File: src/mips8_config.svh
`ifndef MIPS8_CONFIG_SVH
`define MIPS8_CONFIG_SVH

// datapath and register widths
`define MIPS8_DW 8
`define MIPS8_IW 32
`define MIPS8_RW 5

// word addressed memories
`define MIPS8_IAW 8
`define MIPS8_DAW 4

`define MIPS8_RESET_PC 0

`endif

File: src/mips8_pkg.sv
`include "mips8_config.svh"

package mips8_pkg;

    typedef logic [`MIPS8_DW-1:0]  word_t;
    typedef logic [`MIPS8_IAW-1:0] pc_t;
    typedef logic [`MIPS8_DAW-1:0] daddr_t;
    typedef logic [`MIPS8_RW-1:0]  reg_idx_t;
    typedef logic [`MIPS8_IW-1:0]  instr_t;

    typedef enum logic [1:0] {
        fmt_r   = 2'd0,
        fmt_j   = 2'd1,
        fmt_i   = 2'd2,
        fmt_bad = 2'd3
    } format_e;

    typedef enum logic [2:0] {
        st_fetch,
        st_decode,
        st_read,
        st_exec,
        st_wb
    } state_e;

    // primary opcodes
    localparam logic [5:0] op_rtype = 6'b000000;
    localparam logic [5:0] op_jal   = 6'b000011;
    localparam logic [5:0] op_beq   = 6'b000100;
    localparam logic [5:0] op_bne   = 6'b000101;
    localparam logic [5:0] op_addiu = 6'b001001;
    localparam logic [5:0] op_lw    = 6'b100011;

    // funct codes, register format
    localparam logic [5:0] fn_jr   = 6'b001000;
    localparam logic [5:0] fn_addu = 6'b100001;
    localparam logic [5:0] fn_slt  = 6'b101010;

    typedef struct packed {
        format_e    format;
        logic [5:0] opcode;   // funct when fmt_r
        reg_idx_t   rs;
        reg_idx_t   rt;
        reg_idx_t   dest;
        word_t      imm;
        pc_t        jtarget;
    } dec_s;

    typedef struct packed {
        logic   legal;
        logic   write;
        logic   load;
        word_t  data;
        daddr_t daddr;
    } alu_res_s;

    typedef struct packed {
        pc_t      pc;
        pc_t      next_pc;
        logic     legal;
        logic     write;
        reg_idx_t dst;
        word_t    data;
    } commit_s;

endpackage

File: src/cpu_control.sv
`timescale 1ns/1ps
`include "mips8_config.svh"

module cpu_control (
    input  logic              clk,
    input  logic              rst,
    input  mips8_pkg::pc_t    next_pc,
    input  mips8_pkg::instr_t instr,
    input  mips8_pkg::dec_s   dec,
    input  mips8_pkg::word_t  rd1,
    input  mips8_pkg::word_t  rd2,
    output mips8_pkg::state_e state,
    output mips8_pkg::pc_t    instr_addr,
    output mips8_pkg::pc_t    pc,
    output mips8_pkg::instr_t ir,
    output mips8_pkg::dec_s   dec_q,
    output mips8_pkg::word_t  op1,
    output mips8_pkg::word_t  op2
);

    assign instr_addr = pc;

    always_ff @(posedge clk) begin
        if (rst) begin
            state <= mips8_pkg::st_fetch;
            pc    <= mips8_pkg::pc_t'(`MIPS8_RESET_PC);
        end else begin
            case (state)
                mips8_pkg::st_fetch:  state <= mips8_pkg::st_decode;
                mips8_pkg::st_decode: state <= mips8_pkg::st_read;
                mips8_pkg::st_read:   state <= mips8_pkg::st_exec;
                mips8_pkg::st_exec:   state <= mips8_pkg::st_wb;
                default: begin
                    state <= mips8_pkg::st_fetch;
                    pc    <= next_pc;   // retire, move to next instruction
                end
            endcase
        end
    end

    always_ff @(posedge clk) begin
        if (state == mips8_pkg::st_fetch) ir <= instr;
        if (state == mips8_pkg::st_decode) dec_q <= dec;
        if (state == mips8_pkg::st_read) begin
            op1 <= rd1;
            op2 <= rd2;
        end
    end

endmodule

File: src/instr_decoder.sv
`timescale 1ns/1ps
`include "mips8_config.svh"

module instr_decoder (
    input  mips8_pkg::instr_t ir,
    output mips8_pkg::dec_s   dec
);

    logic [5:0] opcode;

    assign opcode = ir[31:26];

    always_comb begin
        dec.rs      = ir[25:21];
        dec.rt      = ir[20:16];
        dec.imm     = ir[`MIPS8_DW-1:0];    // low byte of imm16
        dec.jtarget = ir[`MIPS8_IAW-1:0];   // low byte of target26
        dec.opcode  = opcode;
        dec.dest    = '0;
        case (opcode)
            mips8_pkg::op_rtype: begin
                dec.format = mips8_pkg::fmt_r;
                dec.opcode = ir[5:0];
                dec.dest   = ir[15:11];
            end
            mips8_pkg::op_jal: begin
                dec.format = mips8_pkg::fmt_j;
                dec.dest   = '1;    // link register r31
            end
            mips8_pkg::op_addiu, mips8_pkg::op_lw,
            mips8_pkg::op_beq, mips8_pkg::op_bne: begin
                dec.format = mips8_pkg::fmt_i;
                dec.dest   = ir[20:16];
            end
            default: dec.format = mips8_pkg::fmt_bad;
        endcase
    end

endmodule

File: src/reg_file.sv
`timescale 1ns/1ps

module reg_file (
    input  logic                 clk,
    input  logic                 rst,
    input  mips8_pkg::reg_idx_t  rs,
    input  mips8_pkg::reg_idx_t  rt,
    output mips8_pkg::word_t     rd1,
    output mips8_pkg::word_t     rd2,
    input  logic                 we,
    input  mips8_pkg::reg_idx_t  wa,
    input  mips8_pkg::word_t     wd
);

    localparam int nregs = 2 ** $bits(mips8_pkg::reg_idx_t);

    mips8_pkg::word_t regs [nregs];

    // r0 is never written, so it stays at its reset zero
    assign rd1 = regs[rs];
    assign rd2 = regs[rt];

    always_ff @(posedge clk) begin
        if (rst) begin
            for (int i = 0; i < nregs; i++) begin
                regs[i] <= '0;
            end
        end else if (we && (wa != '0)) begin
            regs[wa] <= wd;
        end
    end

endmodule

File: src/alu_unit.sv
`timescale 1ns/1ps
`include "mips8_config.svh"

module alu_unit (
    input  logic                clk,
    input  mips8_pkg::state_e   state,
    input  mips8_pkg::pc_t      pc,
    input  mips8_pkg::dec_s     dec,
    input  mips8_pkg::word_t    op1,
    input  mips8_pkg::word_t    op2,
    output mips8_pkg::alu_res_s res,
    output mips8_pkg::daddr_t   data_addr,
    output logic                data_rd_en
);

    mips8_pkg::alu_res_s res_d;
    mips8_pkg::word_t    sum_imm;

    assign sum_imm   = op1 + dec.imm;
    assign data_addr = res.daddr;

    always_comb begin
        res_d       = '0;
        res_d.daddr = sum_imm[`MIPS8_DAW-1:0];
        case (dec.format)
            mips8_pkg::fmt_r: begin
                case (dec.opcode)
                    mips8_pkg::fn_slt: begin
                        res_d.legal = 1'b1;
                        res_d.write = 1'b1;
                        res_d.data  = ($signed(op1) < $signed(op2)) ?
                                      mips8_pkg::word_t'(1) : '0;
                    end
                    mips8_pkg::fn_addu: begin
                        res_d.legal = 1'b1;
                        res_d.write = 1'b1;
                        res_d.data  = op1 + op2;   // wraps
                    end
                    mips8_pkg::fn_jr: res_d.legal = 1'b1;
                    default: ;
                endcase
            end
            mips8_pkg::fmt_i: begin
                case (dec.opcode)
                    mips8_pkg::op_addiu: begin
                        res_d.legal = 1'b1;
                        res_d.write = 1'b1;
                        res_d.data  = sum_imm;
                    end
                    mips8_pkg::op_lw: begin
                        res_d.legal = 1'b1;
                        res_d.write = 1'b1;
                        res_d.load  = 1'b1;
                    end
                    mips8_pkg::op_beq, mips8_pkg::op_bne: res_d.legal = 1'b1;
                    default: ;
                endcase
            end
            mips8_pkg::fmt_j: begin
                res_d.legal = 1'b1;
                res_d.write = 1'b1;
                res_d.data  = mips8_pkg::word_t'(pc + 1'b1);   // link value
            end
            default: ;
        endcase
    end

    always_ff @(posedge clk) begin
        if (state == mips8_pkg::st_exec) begin
            res        <= res_d;
            data_rd_en <= res_d.load;
        end else begin
            data_rd_en <= 1'b0;   // high for the wb cycle only
        end
    end

endmodule

File: src/next_pc_unit.sv
`timescale 1ns/1ps

module next_pc_unit (
    input  logic              clk,
    input  mips8_pkg::state_e state,
    input  mips8_pkg::pc_t    pc,
    input  mips8_pkg::dec_s   dec,
    input  mips8_pkg::word_t  op1,
    input  mips8_pkg::word_t  op2,
    output mips8_pkg::pc_t    next_pc
);

    mips8_pkg::pc_t seq_pc;
    mips8_pkg::pc_t br_pc;
    mips8_pkg::pc_t target;

    assign seq_pc = pc + 1'b1;
    assign br_pc  = pc + mips8_pkg::pc_t'(dec.imm);   // word offset from pc

    always_comb begin
        target = seq_pc;
        case (dec.format)
            mips8_pkg::fmt_r: begin
                if (dec.opcode == mips8_pkg::fn_jr) target = mips8_pkg::pc_t'(op1);
            end
            mips8_pkg::fmt_i: begin
                if (dec.opcode == mips8_pkg::op_beq && op1 == op2) target = br_pc;
                if (dec.opcode == mips8_pkg::op_bne && op1 != op2) target = br_pc;
            end
            mips8_pkg::fmt_j: target = dec.jtarget;
            default: ;
        endcase
    end

    always_ff @(posedge clk) begin
        if (state == mips8_pkg::st_exec) next_pc <= target;
    end

endmodule

File: src/write_back.sv
`timescale 1ns/1ps

module write_back (
    input  logic                 clk,
    input  logic                 rst,
    input  mips8_pkg::state_e    state,
    input  mips8_pkg::pc_t       pc,
    input  mips8_pkg::dec_s      dec,
    input  mips8_pkg::alu_res_s  res,
    input  mips8_pkg::pc_t       next_pc,
    input  mips8_pkg::word_t     data_in,
    output logic                 we,
    output mips8_pkg::reg_idx_t  wa,
    output mips8_pkg::word_t     wd,
    output logic                 commit_valid,
    output mips8_pkg::commit_s   commit
);

    logic in_wb;

    assign in_wb = (state == mips8_pkg::st_wb);

    assign we = in_wb && res.write;
    assign wa = dec.dest;
    assign wd = res.load ? data_in : res.data;   // load data arrives in wb

    always_ff @(posedge clk) begin
        if (rst) begin
            commit_valid <= 1'b0;
        end else begin
            commit_valid <= in_wb;
        end
    end

    always_ff @(posedge clk) begin
        if (in_wb) begin
            commit.pc      <= pc;
            commit.next_pc <= next_pc;
            commit.legal   <= res.legal;
            commit.write   <= res.write;
            commit.dst     <= wa;
            commit.data    <= wd;
        end
    end

endmodule

File: src/mips8_core.sv
`timescale 1ns/1ps

module mips8_core (
    input  logic                clk,
    input  logic                rst,
    output mips8_pkg::pc_t      instr_addr,
    input  mips8_pkg::instr_t   instr,
    output mips8_pkg::daddr_t   data_addr,
    output logic                data_rd_en,
    input  mips8_pkg::word_t    data_in,
    output logic                commit_valid,
    output mips8_pkg::commit_s  commit
);

    mips8_pkg::state_e   state;
    mips8_pkg::pc_t      pc;
    mips8_pkg::pc_t      next_pc;
    mips8_pkg::instr_t   ir;
    mips8_pkg::dec_s     dec;
    mips8_pkg::dec_s     dec_q;
    mips8_pkg::word_t    rd1;
    mips8_pkg::word_t    rd2;
    mips8_pkg::word_t    op1;
    mips8_pkg::word_t    op2;
    mips8_pkg::alu_res_s res;
    logic                we;
    mips8_pkg::reg_idx_t wa;
    mips8_pkg::word_t    wd;

    cpu_control cpu_control_i (
        .clk(clk), .rst(rst), .next_pc(next_pc), .instr(instr), .dec(dec),
        .rd1(rd1), .rd2(rd2), .state(state), .instr_addr(instr_addr), .pc(pc),
        .ir(ir), .dec_q(dec_q), .op1(op1), .op2(op2)
    );

    instr_decoder instr_decoder_i (.ir(ir), .dec(dec));

    reg_file reg_file_i (
        .clk(clk), .rst(rst), .rs(dec_q.rs), .rt(dec_q.rt), .rd1(rd1), .rd2(rd2),
        .we(we), .wa(wa), .wd(wd)
    );

    alu_unit alu_unit_i (
        .clk(clk), .state(state), .pc(pc), .dec(dec_q), .op1(op1), .op2(op2),
        .res(res), .data_addr(data_addr), .data_rd_en(data_rd_en)
    );

    next_pc_unit next_pc_unit_i (
        .clk(clk), .state(state), .pc(pc), .dec(dec_q), .op1(op1), .op2(op2),
        .next_pc(next_pc)
    );

    write_back write_back_i (
        .clk(clk), .rst(rst), .state(state), .pc(pc), .dec(dec_q), .res(res),
        .next_pc(next_pc), .data_in(data_in), .we(we), .wa(wa), .wd(wd),
        .commit_valid(commit_valid), .commit(commit)
    );

endmodule

File: config.mk
export PLATFORM = sky130hd
export DESIGN_NAME = mips8_core
export DESIGN_NICKNAME = d
export VERILOG_FILES = /design/src/mips8_pkg.sv /design/src/cpu_control.sv /design/src/instr_decoder.sv /design/src/reg_file.sv /design/src/alu_unit.sv /design/src/next_pc_unit.sv /design/src/write_back.sv /design/src/mips8_core.sv
export VERILOG_INCLUDE_DIRS = /design/src /design/src/src
export SDC_FILE = /design/constraint.sdc
export NUM_CORES = 1
export LEC_CHECK = 0
export BUFFER_PORTS_ARGS = -buffer_cell sky130_fd_sc_hd__buf_2
export CELL_PAD_IN_SITES_DETAIL_PLACEMENT = 1
export CELL_PAD_IN_SITES_GLOBAL_PLACEMENT = 1
export CORE_ASPECT_RATIO = 0.8
export CORE_MARGIN = 2
export CORE_UTILIZATION = 48
export CTS_CLUSTER_SIZE = 28
export DETAILED_ROUTE_END_ITERATION = 10
export MAX_ROUTING_LAYER = met4
export PLACE_DENSITY_LB_ADDON = 0.1
export SLEW_MARGIN = 10
export SYNTH_ARGS = -nofsm -noshare
export SYNTH_HDL_FRONTEND = slang
export SYNTH_HIERARCHICAL = 1
export SYNTH_SLANG_ARGS = --single-unit
File: constraint.sdc
create_clock -name clk -period 3.85 [get_ports clk]
set_input_delay 0.1925 -clock clk [delete_from_list [all_inputs] [get_ports clk]]
set_output_delay 0.1925 -clock clk [all_outputs]
set_load 0.01 [all_outputs]
# Word-level counts from Yosys, hierarchy flattened
# Memories as Yosys holds them, arrays and structs flattened. A register that Yosys moved wholly into a read port is not among the register bits.
# Index checks and enable logic that the tools add are counted.
[classes] n_reduce_logical=15 n_lt_le_gt_ge=1 eq_ne=20 add_sub_neg=4 n_mux=28
[ops] operator="$mux 8" n=6
[ops] operator="$pmux 8 s3" n=2
[ops] operator="$add 8x8->8" n=3
[ops] operator="$eq 6x3->1 const B" n=4
[ops] operator="$eq 6x6->1 const B" n=4
[ops] operator="$eq 6x4->1 const B" n=3
[ops] operator="$pmux 8 s2" n=1
[ops] operator="$pmux 5 s3" n=1
[ops] operator="$mux 1" n=13
[ops] operator="$pmux 2 s3" n=2
[ops] operator="$pmux 3 s4" n=1
[ops] operator="$reduce_or 4->1" n=3
[ops] operator="$add 8x1->8 const B" n=1
[ops] operator="$eq 8x8->1" n=1
[ops] operator="$lt 8x8->1" n=1
[ops] operator="$ne 8x8->1" n=1
[ops] operator="$reduce_or 8->1" n=1
[ops] operator="$eq 3x2->1 const B" n=2
[ops] operator="$eq 6x2->1 const B" n=1
[ops] operator="$logic_not 6->1" n=1
[ops] operator="$mux 6" n=1
[ops] operator="$mux 5" n=1
[ops] operator="$reduce_bool 5->1" n=1
[ops] operator="$logic_and 1x1->1" n=4
[ops] operator="other kinds (8)" n=9
[totals] wordCells=92 memories=1 register_bits=130 output_inout_bits=45 ram_bits=256
[mem_list] name="reg_file_i.regs" depth=32 width=8 rd=2 rd_ports_with_merged_regs=2 write_ports=32 line_no="reg_file.sv:17" source="mips8_pkg::word_t regs [nregs];"

# Logic depth before layout (Yosys ltp)
[logic_depth] ltp_word=8 ltp_mapped=9

# Modules after synthesis
# Netlist, hierarchy kept.
[modules_own_cells] module="reg_file" instances=1 cells_per_inst=824 area_per_inst_um2=13759.4
[modules_own_cells] module="cpu_control" instances=1 cells_per_inst=133 area_per_inst_um2=3085.5
[modules_own_cells] module="alu_unit" instances=1 cells_per_inst=192 area_per_inst_um2=1732.9
[modules_own_cells] module="next_pc_unit" instances=1 cells_per_inst=142 area_per_inst_um2=1201.2
[modules_own_cells] module="write_back" instances=1 cells_per_inst=49 area_per_inst_um2=1146.1
[modules_own_cells] module="instr_decoder" instances=1 cells_per_inst=54 area_per_inst_um2=405.4

# Worst setup path before layout
# OpenSTA, ideal clock, no wires.
[synth_path] kind="reg-to-reg" from="register cpu_control_i.state[2]" to="register, netlist name cpu_control_i/dec_q[0]" synth_period_minus_slack_ns=3.991 stages_incl_launch_ff=4 setup_ns=0.492 slack_ns=-0.141 t_required_ns=3.358 arrival_time_ns=3.499 path_cell_list="dfxtp_1 buf_6 buf_12 nor3b_1"
[synth_via] elab_chain_len=1
[synth_rtl] item="start, declared" line_no="cpu_control.sv:12" source="output mips8_pkg::state_e state,"
[synth_rtl] item="start signal, assigned" line_no="cpu_control.sv:25" source="state <= mips8_pkg::st_fetch;"
[synth_rtl] item="start signal, assigned" line_no="cpu_control.sv:29" source="mips8_pkg::st_fetch: state <= mips8_pkg::st_decode;"
[synth_rtl] item="start signal, assigned" line_no="cpu_control.sv:30" source="mips8_pkg::st_decode: state <= mips8_pkg::st_read;"
[synth_rtl] item="$eq 3x1->1" line_no="cpu_control.sv:43" source="if (state == mips8_pkg::st_decode) dec_q <= dec;"
# No other way between the ends.
# A chain may end at the register's enable or synchronous reset.

==> results.ini <==
[status]
outcome=complete, no violations

[job]
maxCapViolations=0

[logic_synthesis]
synth_area_sq_um=21200
syn-instance-count=1387
yosysWarnings=6
syn-mean-instance-area_sq_um=15.3

[floorplan]
num_io_pins=87
die_w_um=239
initial_core_util=0.489
die_y_um=192
core_area_sq_um=43400
die-area_sq_um=45900
rows=68

[routing]
totalWireLength_mm=61.4
num_vias=12700
vias_per_cell=6.15
drc=0
topRoutingLayerUsed=met4
met3WireLength_mm=6.29
drt_iter0_markers=1157
wl_per_cell_um=29.7
wl_met1_mm=27.8
final_antenna_net_count=0
firstDrtPassIters=5
route.met2.wl_mm=26.1

[power_and_ir_drop]
p_leak_uw=0.00857
peakVddDrop_mv=0.373
powerDensity_nw_per_um2=461

[clocking]
htree_levels=2
cts.repair.resized=0
numClockSinks=407
cts_tree=done
clockBufferDepth=3
clkTransAtPathRegs_ns=0.06
numCtsBuffers=43
clockRootBuffer=clkbuf_16
postCtsSetupRepairBufs=0
clkLatencyLatePin_ns=0.58

[grt]
grtUsageTotal=0.284
grt_max_degree=65
antenna_found_initial=4
grt_pass1_vias=13000
grt-ovfl-total=0
grt_pass1_wl_mm=89.4

[critical_path]
slowest_stage=nand4bb_1
worstPathArrival_ns=3.52
rrSetupSlack_ns=0.60
crit_path_end_kind=flop
rr_worst_depth=4
required_ns=4.12
cp.depth=4
reg2reg_from=cpu_control_i/state[0]
startpoint=cpu_control_i/state[0]
path_max_fanout=11
startpoint_type=flop
crit_family=simple AND/OR/NAND/NOR gates
cp_cell_sequence=nor4bb_1 > nand4bb_1 > nor2_1 > or2_2
critical_path_class=flop to flop
r2r-end=reg_file_i/regs[25][2]
crit_buf_inv=0
critPathMaxStageDelay_ns=0.80

[sta]
rsz0062_at_grt=false
final.setup.worst_slack_ns=0.595
worst_pin_slew_ns=1.11
hold_violations=0
final.period_utilization=0.845
fin_crit_ns=3.25
fmax_ghz=0.307
finalSetupViolCount=0
maxSlewViolCount=0
skew_ns=0.0218
slew_headroom=0.258
fin_tns_setup_ns=0

[min_path]
worstHoldStart=rst
holdPathEnd=cpu_control_i/instr_addr[7]
hp-class=input pin to flop
min_path_cells=3

[place]
place_area_sq_um=22100
pre_cts_slack_ns=0.673
dpl.hpwl_mm=42.0
port_buffers=83
gp_congestion=0.867
dp.cells=1956

[cells_and_area]
area_growth_pct=12.0
final_area_sq_um=23800
nNetsFinal=1546
drive_above_1_share=0.281
stdcell_count=2064

## per-stage QoR
step | power, uW | utilization | hold WS, ns
3_3_place_gp | 6720 | 0.508 | 0.370
3_5_place_dp | 6760 | 0.508 | 0.371
2_1_floorplan | 6270 | - | 0.269
4_1_cts | 11000 | 0.548 | 0.145
6_report | 11000 | 0.548 | 0.181
5_1_grt | 11300 | 0.548 | 0.202
## worst max-delay path by stage
| stage | slack, ns | end |
|---|---|---|
| 6_report | 0.60 | reg_file_i/regs[25][2] |
| 5_1_grt | 0.43 | reg_file_i/regs[9][1] |
| 4_1_cts | 0.64 | reg_file_i/regs[15][0] |
| 3_5_place_dp | 0.67 | reg_file_i/regs[15][4] |
| 3_3_place_gp | 0.77 | reg_file_i/regs[9][5] |
| 2_1_floorplan | 0.64 | write_back_i/commit[0] |
## state kept, by name, summed over array words and instances (netlist names)
name	cells
write_back_i/commit	31
cpu_control_i/ir	29
cpu_control_i/dec_q	39
reg_file_i/regs	256
cpu_control_i/state	3
alu_unit_i/res	11
cpu_control_i/op2	8
write_back_i/commit_valid	1
cpu_control_i/op1	8
alu_unit_i/data_addr	4
alu_unit_i/data_rd_en	1
cpu_control_i/instr_addr	8
next_pc_unit_i/next_pc	8
## where the power goes
group	internal, uW	total [uW]	switching (uW)
Combinational	625	1390	764
Clock	2470	4240	1770
Sequential	5100	5330	222
## final cells by class
| cell class | instances | area [sq um] |
|---|---|---|
| diodes | 1 | 2.50 |
| repair buffers | 150 | 1080 |
| clock buffers | 54 | 1160 |
| multi-input cells | 846 | 8390 |
| inverters | 22 | 82.6 |
| fillers | 4100 | 19600 |
| well taps | 560 | 701 |
| clock inverters | 24 | 256 |
| flip-flops and latches | 407 | 12100 |
## worst min-delay path: cells and delay by family
family | cells | cell delay, ns
simple gates | 1 | 0.11
buf+inv | 2 | 0.41
## per-layer routing
metal	vias up	track usage
li1	5461	-
met1	6661	0.409
met2	496	0.389
met3	71	0.0943
met4	0	0.0683
met5	-	-
## what timing repair did
action | 4_1_cts | 5_1_grt
hold buffers | 29 | 0
hold endpoints to repair | 29 | 0
setup endpoints to repair | 0 | 0
## layout by cell type (no fill, tap or decap), types with 6 or more instances in the layout
master and count:
nand2_1 21, dfxtp_1 13, inv_1 22, ha_1 31, buf_4 31, mux4_2 160
clkbuf_16 44, xor2_1 17, and2_1 248, conb_1 8, and3_1 6, nand4_1 6
clkinv_1 8, o21ai_0 14, nor2b_1 18, or2_2 32, nor2_1 65, nand3_1 16
buf_12 7, mux2i_1 12, nand3b_1 6, xnor2_1 20, a22oi_1 11, a221o_1 7
a21o_1 9, edfxtp_1 394, clkbuf_1 8, nand2b_1 7, mux2_2 16, dlygate4sd3_1 29
clkinv_2 7, a21oi_1 19, mux2_4 8, nor3_1 11, o211ai_1 9, buf_2 83
No activity file was read; power rests on OpenSTA's default activity.
